===== src/noc_params.sv =====
package noc_params;

    // Router geometry.
    localparam int PORT_NUM   = 5;
    localparam int VC_NUM     = 2;    // Default, the top level may override it.

    // Index widths.
    localparam int PORT_SIZE  = $clog2(PORT_NUM);
    localparam int VC_SIZE    = (VC_NUM > 1) ? $clog2(VC_NUM) : 1;

    // Mesh coordinates, enough for a 16 by 16 mesh.
    localparam int COORD_SIZE = 4;

    // Port numbering, shared by the input and output sides.
    typedef enum logic [PORT_SIZE-1:0]
    {
        LOCAL = 3'd0,
        NORTH = 3'd1,    // Towards larger y.
        SOUTH = 3'd2,
        EAST  = 3'd3,    // Towards larger x.
        WEST  = 3'd4
    } port_e;

endpackage

===== src/flit_pkg.sv =====
package flit_pkg;

    import noc_params::*;

    localparam int PAYLOAD_SIZE = 32;
    localparam int DATA_SIZE    = PAYLOAD_SIZE - 2 * COORD_SIZE;

    typedef enum logic [1:0]
    {
        HEAD     = 2'b00,
        BODY     = 2'b01,
        TAIL     = 2'b10,
        HEADTAIL = 2'b11    // Single flit packet.
    } flit_type_e;

    // Route header carried in the payload of head flits.
    typedef struct packed
    {
        logic [COORD_SIZE-1:0] dest_x;
        logic [COORD_SIZE-1:0] dest_y;
        logic [DATA_SIZE-1:0]  data;
    } head_payload_t;

    // Head flits read the word as a header, body and tail flits as raw data.
    typedef union packed
    {
        head_payload_t           head;
        logic [PAYLOAD_SIZE-1:0] data;
    } payload_u;

    typedef struct packed
    {
        flit_type_e         flit_type;
        logic [VC_SIZE-1:0] vc_id;
        payload_u           payload;
    } flit_t;    // 35 bits with two VCs.

endpackage


===== src/crossbar.sv =====
`timescale 1ns/1ps

module crossbar
    import noc_params::*;
    import flit_pkg::*;
#(
    parameter int VC_NUM = noc_params::VC_NUM
)(
    input  logic                               clk,
    input  logic                               rst_n_i,
    input  flit_t [PORT_NUM-1:0]               in_flit_i,
    input  logic  [PORT_NUM-1:0][PORT_SIZE-1:0] input_vc_sel_i,
    input  logic  [PORT_NUM-1:0]               grant_valid_i,
    output flit_t [PORT_NUM-1:0]               flit_o,
    output logic  [PORT_NUM-1:0]               valid_o
);

    flit_t [PORT_NUM-1:0] sel_flit;

    always_comb
    begin
        for (int out = 0; out < PORT_NUM; out++)
            sel_flit[out] = in_flit_i[input_vc_sel_i[out]];
    end

    always_ff @(posedge clk or negedge rst_n_i)
    begin
        if (!rst_n_i)
            valid_o <= '0;
        else
            valid_o <= grant_valid_i;
    end

    always_ff @(posedge clk)
        flit_o <= sel_flit;

endmodule


===== config.mk =====
export PLATFORM = sky130hd
export DESIGN_NAME = crossbar
export DESIGN_NICKNAME = d
export VERILOG_FILES = /design/src/noc_params.sv /design/src/flit_pkg.sv /design/src/crossbar.sv
export SDC_FILE = /design/constraint.sdc
export NUM_CORES = 1
export LEC_CHECK = 0
export BUFFER_PORTS_ARGS = -buffer_cell sky130_fd_sc_hd__clkbuf_2
export CORE_ASPECT_RATIO = 0.8
export CORE_MARGIN = 8
export CORE_UTILIZATION = 40
export DETAILED_ROUTE_END_ITERATION = 6
export PLACE_DENSITY = 0.72
export SLEW_MARGIN = 0
export SYNTH_ARGS = -nofsm -noshare
export SYNTH_HDL_FRONTEND = slang
export SYNTH_SLANG_ARGS = --single-unit

===== constraint.sdc =====
create_clock -name clk -period 0.8 [get_ports clk]
set_clock_uncertainty 0.15 [all_clocks]
set_input_delay 0.08 -clock clk [delete_from_list [all_inputs] [get_ports clk]]
set_output_delay 0.08 -clock clk [all_outputs]
set_load 0.05 [all_outputs]

# [After elaboration in Yosys (flattened, before gate mapping)]
# Cells that the tools add are included.
[classes] add_sub_neg=0 mul=0 div_mod_pow=0 n_lt_le_gt_ge=5 n_eq_ne=0 shifts=0 muxes=10 bitwise_logic=0 n_reduce_logical=0
[ops] op="binary-select mux 35 bit (select 3 bit)" n=5
[ops] op="two-way mux 35 bit" n=5
[ops] op="less-than comparator 3 x 4 -> 1 bit (second input constant)" n=5
[word_totals] reg_bits=180 latchBits=0 ram_bits=0 rom_bits=0 output_inout_bits=180 elab_cells=31 mem_count=0

# [Longest topological paths before layout]
[depth] ltp_word=2 depth_mapped=6 depth_no_buf=3

# [Least setup slack after synthesis]
# Ideal clock, no wire load.
[synth_path] kind="input -> register" start="input port input_vc_sel_i[6] (netlist name)" end="register flit_o[103] (netlist name)" t_arrival_ns=0.978 t_required_ns=0.527 path_slack_ns=-0.452 path_stages=5 n_path_buf=2 path_cell_list="buf_2 -> buf_4 -> mux2i_1 -> o22ai_1 -> or2_2"
[synth_rtl] item="start: declaration" line="crossbar.sv:12" text="input logic [PORT_NUM-1:0][PORT_SIZE-1:0] input_vc_sel_i,"
[synth_rtl] item="end signal: assignment" line="crossbar.sv:35" text="flit_o <= sel_flit;"
[synth_rtl] item="end: declaration" line="crossbar.sv:14" text="output flit_t [PORT_NUM-1:0] flit_o,"

# [Worst setup path after layout]
[layout_path] start="register valid_o[1]" end="output port valid_o[1]"
[layout_rtl] item="start: declaration" line="crossbar.sv:15" text="output logic [PORT_NUM-1:0] valid_o"
[layout_rtl] item="start signal: assignment" line="crossbar.sv:31" text="valid_o <= grant_valid_i;"
# No word-level cell between the ends.

==> impl_metrics.toml <==
[setup_path]
cp.arrival_ps = 1040
crit_type = "register to output pin"
path_buf_inv = 1
cp_slowest_cell = "dfrtp_2"
worst_setup_path_startpoint = "valid_o[1]$_DFF_PN0_"
critPathRequiredTime_ps = 570
path_cells = "buf_8"
crit_family = "flip-flops"
cp-end-kind = "output pin"
setup.worst_path.start_class = "register"
crit_fanout = 1
cpPeakStageDelay_ps = 430

[pwr]
p_int_w = 0.0221
power.share.sequential = 0.310
power_switching_w = 0.0128
leakage_nw = 10.2
vdd_drop_max_uv = 1530
power_density_mw_per_mm2 = 1690
clkPwrFrac = 0.261
p_comb_frac = 0.429
power_switching_share = 0.366

[synthesis]
syn_nets = 1195
post_synth_instance_area_sq_mm = 0.0104
yosys_warnings = 0
yosys.area.top_type_share = 0.336
seq_area_frac_synth = 0.349
synth_cell_types = 31
synth-edff-count = 0
synthTopCellsByArea = "dfxtp_1 (34%), mux2i_1 (29%), a21o_1 (8.6%), o22ai_1 (7.3%), a221o_1 (4.3%)"
ys_top_cells_by_count = "mux2i_1 (302), dfxtp_1 (175), o22ai_1 (122)"
synth.most_common_cell = "mux2i_1"
postSynth.asyncResetShare = 0.0278
synth-main-ff-cell = "dfxtp_1"
synthesis.instances = 998
synth_seq_cells = 180
yosys.area.top_type = "dfxtp_1"
avgSynthCellArea_sq_um = 10.4

[global_routing]
grt-ovfl-total = 0
grt.total_usage = 0.343
grt_pass1_wl_microns = 83000
grt_pass1_vias = 13000
antenna_found_initial = 6
grt_max_degree = 35

[sta]
whs_ps = -269
slew_viol_final = 0
min_period_ps = 1270
slew-limit-headroom = 0.730
setup_tns_ps = -78890
rsz0062_at_grt = "true"
finalSetupViolations = 316
worstMarginPinSlew_ps = 400
hold_viol = 171
period_share = 1.59
maxClockFrequency_mhz = 787
setup_slack_ps = -471

[finish]
areaGrowthSynthToFinish_pct = 98.7
final_util = 0.813
nFillCells = 1227
layout-drive-gt1-share = 0.626
nNetsFinal = 1780
finalNonFillerCells = 1953

[clocking]
clock-sinks = 180
clk_pin_slew_ps = 80
ctsRootBufferMaster = "clkbuf_16"
cts_tree = "built"
cts_buffer_depth = 2
h-tree-depth = 4
cts_buffers = 17

[placement]
globalplace.congestion = 0.901
hpwl_microns = 32900
io_buffer_count = 376
place_inst = 1823

[floorplan]
io_pins = 377
dieArea_sq_mm = 0.0315
core_region_area_sq_mm = 0.0254
die_w_microns = 196
row_count = 52
die_h_microns = 160
start_util = 0.409

[worst_hold_path]
hold_class = "input port to register"
hold_start = "in_flit_i[153]"

[status]
status = "complete, but fails checks"
violations = "hold timing, setup timing"

[drt]
routedWlPerCell_microns = 33.2
vias_per_cell = 6.57
drtAntennaViolNets = 0
drt-pass1-iter-count = 6
wirelength_microns = 64800
drtIter0Drc = 1695
drc = 0
num_vias = 12800

[flow_run]
cap_violations = 0
[cell families after synthesis]
| group | after synthesis | share of synthesized area |
|---|---|---|
| muxes | 349 | 0.351 |
| AOI/OAI and AO/OA | 298 | 0.211 |
| buffers and inverters | 96 | 0.0531 |
| and+or+nand+nor | 75 | 0.0365 |
| DFF | 180 | 0.349 |
[what timing repair did]
| item | 4_1_cts | 5_1_grt |
|---|---|---|
| hold endpoints to repair | 185 | 179 |
| cloned | 22 | 20 |
| pin swaps | 62 | 82 |
| setup endpoints to repair | 311 | 334 |
| hold buffers | 11 | 3 |
| resized for setup | 388 | 170 |
| buffers inserted | 30 | 16 |
[routing by layer]
metal  global-route usage  wire length, microns  vias up  share of wire
li1                     -                     -     5044              -
met1                0.391                 22700     6064           0.35
met4                0.192                  4420        6          0.068
met3                0.102                  8040      402           0.12
met2                0.569                 29600     1317           0.46
met5                    0                    43        -        0.00066
[layout by cell type (no fill, tap or decap), types with 4 or more instances in the layout]
| cell | count |
|---|---|
| buf_8 | 26 |
| dfxtp_2 | 170 |
| clkinvlp_4 | 5 |
| dfrtp_2 | 5 |
| mux2_1 | 9 |
| mux2i_2 | 21 |
| buf_4 | 142 |
| a221o_1 | 45 |
| nor2_1 | 45 |
| mux2_2 | 5 |
| clkbuf_2 | 186 |
| buf_6 | 33 |
| inv_6 | 4 |
| nor3b_4 | 5 |
| dfxtp_4 | 5 |
| nand2_1 | 4 |
| clkbuf_16 | 117 |
| mux2i_4 | 27 |
| buf_12 | 134 |
| o22ai_2 | 21 |
| diode_2 | 6 |
| mux2_4 | 32 |
| mux2i_1 | 254 |
| buf_16 | 26 |
| or2_4 | 7 |
| o22ai_1 | 101 |
| o21ai_1 | 4 |
| a21o_1 | 119 |
| dlygate4sd3_1 | 9 |
[flip-flops by register name, summed over array words and instances, names as in the netlist]
name,flops
valid_o,5
flit_o,175
[worst paths after layout]
| kind | cells past startpoint | end |
|---|---|---|
| max in group asynchronous | 2 | valid_o[4]$_DFF_PN0_ |
| min in group asynchronous | 2 | valid_o[1]$_DFF_PN0_ |
| hold / removal | 2 | flit_o[153]$_DFF_P_ |
| setup / recovery | 1 | valid_o[1] |
[power groups by stage]
stage | sequential (W) | clock (W) | combinational [W]
detailed placement | 0.0107 | 0 | 0.0110
finish | 0.0108 | 0.00913 | 0.0150
CTS | 0.0107 | 0.00892 | 0.0134
global route | 0.0109 | 0.00945 | 0.0152
global placement | 0.0107 | 0 | 0.0108
floorplan | 0.0135 | 0 | 0.00335
[through the flow]
stage,power (W),setup WS [ps],cell area [sq um],hold slack (ps)
floorplan,0.0169,-406,11100,-366
detailed placement,0.0218,-824,15700,-250
CTS,0.0331,-474,19400,-284
finish,0.0349,-471,20700,-269
global route,0.0355,-487,20700,-274
global placement,0.0216,-774,15700,-255
[final cells by class]
type,count,area [sq um],share of cell area
diodes,6,15.0,0.000726
clock buffers,17,425,0.0206
clock inverters,15,171,0.00829
inverters,1,3.75,0.000181
multi-input cells,723,6960,0.336
flip-flops and latches,180,3870,0.187
well taps,351,439,0.0212
repair buffers,660,8810,0.426
(Power assumes the default switching activity.)
