--- config.mk ---
export PLATFORM = sky130hd
export DESIGN_NAME = input_port
export DESIGN_NICKNAME = d
export VERILOG_FILES = /design/src/noc_params.sv /design/src/flit_pkg.sv /design/src/input_port.sv
export SDC_FILE = /design/constraint.sdc
export NUM_CORES = 1
export LEC_CHECK = 0
export BUFFER_PORTS_ARGS = -buffer_cell sky130_fd_sc_hd__buf_4
export CAP_MARGIN = 20
export CORE_UTILIZATION = 35
export CTS_CLUSTER_SIZE = 24
export DETAILED_ROUTE_END_ITERATION = 6
export PLACE_DENSITY = 0.58
export REMOVE_ABC_BUFFERS = 1
export SYNTH_ARGS = -nofsm -noshare
export SYNTH_HDL_FRONTEND = slang
export SYNTH_SLANG_ARGS = --single-unit
--- constraint.sdc ---
create_clock -name clk -period 3.05 [get_ports clk]
set_input_delay 0.305 -clock clk [delete_from_list [all_inputs] [get_ports clk]]
set_output_delay 0.305 -clock clk [all_outputs]
set_load 0.02 [all_outputs]
--- src/noc_params.sv ---
package noc_params;

    // Router geometry.
    localparam int PORT_NUM   = 5;
    localparam int VC_NUM     = 2;    // Default, the top level may override it.

    // Index widths.
    localparam int PORT_SIZE  = $clog2(PORT_NUM);
    localparam int VC_SIZE    = (VC_NUM > 1) ? $clog2(VC_NUM) : 1;

    // Mesh coordinates, enough for a 16 by 16 mesh.
    localparam int COORD_SIZE = 4;

    // Port numbering, shared by the input and output sides.
    typedef enum logic [PORT_SIZE-1:0]
    {
        LOCAL = 3'd0,
        NORTH = 3'd1,    // Towards larger y.
        SOUTH = 3'd2,
        EAST  = 3'd3,    // Towards larger x.
        WEST  = 3'd4
    } port_e;

endpackage
--- src/flit_pkg.sv ---
package flit_pkg;

    import noc_params::*;

    localparam int PAYLOAD_SIZE = 32;
    localparam int DATA_SIZE    = PAYLOAD_SIZE - 2 * COORD_SIZE;

    typedef enum logic [1:0]
    {
        HEAD     = 2'b00,
        BODY     = 2'b01,
        TAIL     = 2'b10,
        HEADTAIL = 2'b11    // Single flit packet.
    } flit_type_e;

    // Route header carried in the payload of head flits.
    typedef struct packed
    {
        logic [COORD_SIZE-1:0] dest_x;
        logic [COORD_SIZE-1:0] dest_y;
        logic [DATA_SIZE-1:0]  data;
    } head_payload_t;

    // Head flits read the word as a header, body and tail flits as raw data.
    typedef union packed
    {
        head_payload_t           head;
        logic [PAYLOAD_SIZE-1:0] data;
    } payload_u;

    typedef struct packed
    {
        flit_type_e         flit_type;
        logic [VC_SIZE-1:0] vc_id;
        payload_u           payload;
    } flit_t;    // 35 bits with two VCs.

endpackage

--- src/input_port.sv ---
`timescale 1ns/1ps

module input_port
    import noc_params::*;
    import flit_pkg::*;
#(
    parameter int VC_NUM     = noc_params::VC_NUM,
    parameter int FIFO_DEPTH = 4,
    parameter int ROUTER_X   = 0,
    parameter int ROUTER_Y   = 0
)(
    input  logic                             clk,
    input  logic                             rst_n_i,
    input  logic                             flit_valid_i,
    input  flit_t                            flit_i,
    output logic [VC_NUM-1:0]                on_off_o,
    output logic [VC_NUM-1:0]                switch_request_o,
    output logic [VC_NUM-1:0][PORT_SIZE-1:0] out_port_o,
    output logic [VC_NUM-1:0][VC_SIZE-1:0]   downstream_vc_o,
    input  logic                             valid_sel_i,
    input  logic [VC_SIZE-1:0]               vc_sel_i,
    output flit_t                            flit_o
);

    localparam int PTR_SIZE = (FIFO_DEPTH > 1) ? $clog2(FIFO_DEPTH) : 1;
    localparam int CNT_SIZE = $clog2(FIFO_DEPTH + 1);

    flit_t                           mem [VC_NUM][FIFO_DEPTH];
    logic [VC_NUM-1:0][PTR_SIZE-1:0] rd_ptr;
    logic [VC_NUM-1:0][PTR_SIZE-1:0] wr_ptr;
    logic [VC_NUM-1:0][CNT_SIZE-1:0] count;
    flit_t [VC_NUM-1:0]              head_flit;
    logic [VC_NUM-1:0]               is_head;
    logic [VC_NUM-1:0]               push;
    logic [VC_NUM-1:0]               pop;
    logic [VC_NUM-1:0]               route_held;    // Packet in flight on this VC.
    logic [VC_NUM-1:0][PORT_SIZE-1:0] route_q;

    function automatic logic [PTR_SIZE-1:0] ptr_inc(input logic [PTR_SIZE-1:0] ptr);
        return (ptr == PTR_SIZE'(FIFO_DEPTH - 1)) ? '0 : ptr + 1'b1;
    endfunction

    // Dimension order routing, x first.
    function automatic port_e xy_route(input head_payload_t hdr);
        port_e dir;
        if (hdr.dest_x > COORD_SIZE'(ROUTER_X))
            dir = EAST;
        else if (hdr.dest_x < COORD_SIZE'(ROUTER_X))
            dir = WEST;
        else if (hdr.dest_y > COORD_SIZE'(ROUTER_Y))
            dir = NORTH;
        else if (hdr.dest_y < COORD_SIZE'(ROUTER_Y))
            dir = SOUTH;
        else
            dir = LOCAL;
        return dir;
    endfunction

    always_comb
    begin
        for (int vc = 0; vc < VC_NUM; vc++)
        begin
            head_flit[vc] = mem[vc][rd_ptr[vc]];
            is_head[vc]   = (head_flit[vc].flit_type == HEAD)
                            || (head_flit[vc].flit_type == HEADTAIL);
            push[vc]      = flit_valid_i && (flit_i.vc_id == VC_SIZE'(vc));
            pop[vc]       = valid_sel_i && (vc_sel_i == VC_SIZE'(vc));
            // Body and tail flits follow the route of their head.
            out_port_o[vc]       = is_head[vc] ? xy_route(head_flit[vc].payload.head)
                                               : route_q[vc];
            switch_request_o[vc] = (count[vc] != '0) && (is_head[vc] || route_held[vc]);
            on_off_o[vc]         = count[vc] <= CNT_SIZE'(FIFO_DEPTH - 2);    // Two free slots.
            downstream_vc_o[vc]  = VC_SIZE'(vc);
        end
    end

    assign flit_o = head_flit[vc_sel_i];

    always_ff @(posedge clk or negedge rst_n_i)
    begin
        if (!rst_n_i)
        begin
            rd_ptr     <= '0;
            wr_ptr     <= '0;
            count      <= '0;
            route_held <= '0;
            route_q    <= '0;
        end
        else
        begin
            for (int vc = 0; vc < VC_NUM; vc++)
            begin
                if (push[vc])
                    wr_ptr[vc] <= ptr_inc(wr_ptr[vc]);
                if (pop[vc])
                begin
                    rd_ptr[vc] <= ptr_inc(rd_ptr[vc]);
                    if (head_flit[vc].flit_type == HEAD)
                    begin
                        route_held[vc] <= 1'b1;
                        route_q[vc]    <= out_port_o[vc];
                    end
                    else if (head_flit[vc].flit_type != BODY)
                        route_held[vc] <= 1'b0;    // Tail or headtail ends the packet.
                end
                if (push[vc] && !pop[vc])
                    count[vc] <= count[vc] + 1'b1;
                else if (!push[vc] && pop[vc])
                    count[vc] <= count[vc] - 1'b1;
            end
        end
    end

    always_ff @(posedge clk)
    begin
        for (int vc = 0; vc < VC_NUM; vc++)
        begin
            if (push[vc])
                mem[vc][wr_ptr[vc]] <= flit_i;
        end
    end

endmodule

[Yosys cells after proc, flatten, opt, wreduce, memory -nomap -nowiden]
Memory sizes are Yosys's and may differ from the RTL's.
Cells that the tools add are included.
Word-level totals
  register bits: 22
  RAM bits: 280
  input port bits: 40
  output and inout bits: 47
  word-level logic and storage cells: 124
  memories kept: 1
Operators by class
  add/sub/neg operators: 8
  magnitude comparators: 17
  equality and inequality tests: 8
  mux-type cells: 41
  bitwise logic cells: 6
  reductions and logical operators: 33
Memories
  mem: depth 2, width 140, read ports 2, clocked after Yosys merged registers in 0, write ports 1, line input_port.sv:28  | flit_t mem [VC_NUM][FIFO_DEPTH];
Operators by type and width (number)
  140-bit two-way mux: 4
  35-bit two-way mux: 8
  35-bit binary-select mux with 2-bit select: 2
  35-bit demux with 2-bit select: 2
  140-bit OR reduction: 1
  3-bit two-way mux: 10
  4-bit by 1-bit greater-than comparator with 1-bit output, second input constant: 4
  4-bit by 1-bit less-than comparator with 1-bit output, second input constant: 4
  2-bit two-way mux: 8
  2-bit == test, second input constant: 6
  3-bit >= comparator, second input constant: 4
  1-bit logical AND: 12
  2-bit NOT with 3-bit output: 4
  2-bit by 1-bit adder with 2-bit output, second input constant: 4
  2-bit AND reduction: 4
  2-bit nonzero test: 4
  1-bit two-way mux: 7
  3-bit by 1-bit adder with 3-bit output, second input constant: 2
  3-bit by 2-bit less-or-equal comparator with 1-bit output, second input constant: 2
  3-bit by 1-bit less-than comparator with 1-bit output, second input constant: 2
  3-bit nonzero test: 2
  3-bit by 1-bit subtractor with 3-bit output, second input constant: 2
  1-bit zero test: 4
  2-bit zero test: 2
  other kinds (4): 9

[Depth between registers and ports, before layout]
  depth in word-level cells: 10
  depth in mapped cells: 8
  gate-level depth less buffers: 8

[Least setup slack after synthesis]
Ideal clock, no wire load.
  path kind: reg-to-output
  from: reg rd_ptr[2] in the netlist's numbering
  to: out out_port_o[3] in the netlist's numbering
  arrival: 2188 ps
  required time: 2745 ps
  slack: 557 ps
  stages on the path, launching flop included: 9
  path buffers: 2
  cell sequence: dfrtp_1 > buf_6 > buf_2 > mux4_2 > inv_1 > ha_1 > inv_1 > nor2_1 > a31oi_1
RTL lines
  start, declared: line input_port.sv:29  | logic [VC_NUM-1:0][PTR_SIZE-1:0] rd_ptr;
  start signal, assigned by index: line input_port.sv:97  | rd_ptr[vc] <= ptr_inc(rd_ptr[vc]);
  end, declared: line input_port.sv:18  | output logic [VC_NUM-1:0][PORT_SIZE-1:0] out_port_o,

==> out/qor.yml <==
worst_setup_path:
  path_cells: "buf_4 -> mux4_2 -> nor4_2 -> a31oi_1 -> buf_4"
  worst-setup-path-type: "flip-flop to output port"
  r2r_cells: 7
  r2r-end: "route_q[0]$_DFFE_PN0P_"
  crit_fanout: 16
  worst_ep_arrival_time_ns: 2.62
  worstReg2RegStart: "rd_ptr[0]$_DFFE_PN0P_"
  crit_family: "flip-flops"
  critPathBufInv: 2
  r2r_slack_ns: 0.73
  crit_slowest_cell: "dfrtp_4"
  cp.required_ns: 2.74
  crit_path_frequent_cell: "buf_4"
  cp-endpoint: "out_port_o[0]"
  slowest_delay_ns: 0.61
  path_depth: 5
  critPathCaptureType: "output port"
  critPathLaunchType: "flip-flop"
  startpoint: "rd_ptr[0]$_DFFE_PN0P_"
synthesis:
  syn_avg_cell_area_um2: 22.1
  synth.most_common_cell: "edfxtp_1"
  synth_top_area_share_pct: 70.9
  synthMuxAreaShare_pct: 17.0
  synth_compound_area_share_pct: 1.01
  ys_seq_area_share_pct: 75.5
  synthTopCellsByCount: "edfxtp_1, mux4_2, mux2_2, dfrtp_1, ha_1"
  synthTopCellsByArea: "edfxtp_1, mux4_2, dfrtp_1, mux2_2, ha_1"
  synth_simple_gate_area_share_pct: 2.33
  yosysUniqueCellTypes: 36
  ys_seq_elements: 302
  synthCells: 537
  synthAdderAreaFrac_pct: 2.02
  synth-xor-area-share_pct: 0.443
  ys_warn_count: 0
  synth_flop_cell: "edfxtp_1"
  syn-cell-area_mm2: 0.0119
  async_reset_ff_share_pct: 7.28
  synth_top_area_cell: "edfxtp_1"
  synth-edff-count: 280
  synth_top_family_by_area: "multiplexers"
clock_network:
  numCtsBuffers: 34
  root_buffer: "clkbuf_16"
  clk_pin_slew_ns: 0.06
  h-tree-depth: 2
  clockBufferDepth: 3
  cts_sinks: 302
  clkLatencyLatePin_ns: 0.50
  cts_tree: "yes"
global_route:
  grt_overflow: 0
  grt_pass1_vias: 5969
  grt_max_degree: 26
  antenna_found_initial: 0
  grt_pass1_wl_mm: 36.8
  grt_use_total_pct: 14.6
die:
  ios: 87
  core_mm2: 0.0334
  die_w_um: 186
  start_util_pct: 35.5
  dieArea_mm2: 0.0346
  rows: 67
  die_h_um: 186
pwr:
  pwr-share-seq_pct: 42.9
  power.share.switching_pct: 28.9
  p_clk_share_pct: 29.8
  p_int_mw: 8.83
  switchingPower_mw: 3.59
  power_frac_comb_pct: 27.2
  power_density_mw_per_mm2: 877
  p_leak_nw: 4.79
  max-vdd-ir-drop_v: 0.000446
detailed_routing:
  wire_per_inst_um: 21.4
  drt-total-wl_mm: 24.2
  vias: 5525
  ant_nets: 0
  drt_iter0_markers: 372
  viasPerCell: 4.89
  drc: 0
  drtPass1Iterations: 5
final_layout:
  drive_gt1_share_pct: 39.8
  diodes: 0
  fin_cells: 1129
  final-seq-area_mm2: 0.00897
  n_fill_cell: 2907
  syn_to_final_growth_pct: 19.4
  fin_nets: 714
  multi_input_area_mm2: 0.00273
sta:
  fmax_mhz: 342
  slew_violations: 0
  setup_viol: 0
  slew_headroom_pct: 45.9
  hold_viol_final: 0
  min_period_ns: 2.92
  finalCritPeriodShare_pct: 95.9
  rsz0062_at_grt: "no"
  fin_skew_ns: 0.00987
  tightest_slew_ns: 0.809
  hold_ws_ns: 0.0398
placement:
  io_buffers: 84
  place_congestion: 0.710
  placed_cells: 1067
  post-dp-hpwl_mm: 14.9
job:
  cap_viol_max_count: 0
worst_hold_path:
  hp-class: "primary input to flip-flop"
run_status:
  status: "finished, final reports clean"
-- cell usage in the layout, fill, tap and decap left out, types with 5 or more instances in the layout --
| cell type | count |
|---|---|
| edfxtp_1 | 280 |
| buf_4 | 101 |
| mux4_2 | 69 |
| mux2_2 | 39 |
| clkbuf_16 | 35 |
| dfrtp_1 | 18 |
| ha_1 | 16 |
| inv_1 | 13 |
| clkbuf_1 | 13 |
| nor2_1 | 12 |
| nand2_1 | 7 |
| o21ai_0 | 6 |
| clkinv_1 | 6 |
| a21oi_1 | 5 |
-- worst min-delay path by stage --
stage	slack (ns)	depth (start not counted)	from	to
after global routing	0.03	1	flit_i[5]	mem[0][180]$_DFFE_PP_
final	0.04	1	flit_i[23]	mem[0][268]$_DFFE_PP_
after global placement	0.22	1	rst_n_i	count[0]$_DFFE_PN0P_
after detailed placement	0.23	1	rst_n_i	count[0]$_DFFE_PN0P_
after floorplan	0.009	0	rst_n_i	count[0]$_DFFE_PN0P_
after CTS	0.02	1	flit_i[23]	mem[0][268]$_DFFE_PP_
-- timing repair --
| item | 4_1_cts | 5_1_grt |
|---|---|---|
| setup buffers | 0 | 0 |
| gates resized for setup | 1 | 1 |
| gates cloned | 0 | 0 |
| hold buffers | 1 | 0 |
| endpoints found under the setup margin | 1 | 20 |
| endpoints found under the hold margin | 22 | 0 |
-- flip-flops by register name, indices dropped and copies added, names as in the netlist --
| register | cells |
|---|---|
| count | 6 |
| wr_ptr | 4 |
| rd_ptr | 4 |
| mem | 280 |
| route_held | 2 |
| route_q | 6 |
-- layer usage --
layer / global-route usage [%] / share of wire [%] / vias to the layer above
met4: 4.56 / 2.3 / 0
li1: - / - / 2443
met2: 24.8 / 50 / 131
met3: 2.72 / 4.3 / 34
met1: 18.9 / 43 / 2917
met5: 0 / 0 / -
-- logic make-up (layout without fill, tap and decap cells) --
logic type,Yosys count,after routing
AOI/OAI and AO/OA,20,20
xor gates and xnor gates,6,6
adders and majority gates,18,18
buffers and inverters,36,180
DFF,302,302
muxes,109,109
other,2,2
and+or+nand+nor,44,44
-- layout make-up --
cell class | count | area share [%]
clock buffers | 48 | 6.53
clock inverters | 13 | 0.627
inverters | 13 | 0.344
multi-input cells | 199 | 19.2
flip-flops and latches | 302 | 63.3
well taps | 448 | 3.96
repair buffers | 106 | 5.99
-- power by group through the flow --
stage                     registers [mW]  clock network, mW  logic, mW
final                               5.33               3.70       3.39
after global routing                5.39               3.98       3.68
after CTS                           5.35               3.81       3.47
after detailed placement            5.43                  0       3.45
after global placement              5.39                  0       3.42
after floorplan                     5.46                  0       2.06
-- stage by stage --
step | worst slack, ns | TNS [ns] | utilization [%] | instance area [um2] | power [mW]
floorplan | -0.326 | -2.20 | - | 11700 | 7.52
global placement | 0.532 | 0 | 39.3 | 13100 | 8.81
detailed placement | 0.502 | 0 | 39.3 | 13100 | 8.88
CTS | 0.00753 | 0 | 42.3 | 14200 | 12.6
global route | 0.00877 | 0 | 42.4 | 14200 | 13.1
finish | 0.125 | 0 | 42.4 | 14200 | 12.4
Note: power is estimated with default switching activity, not from simulation.
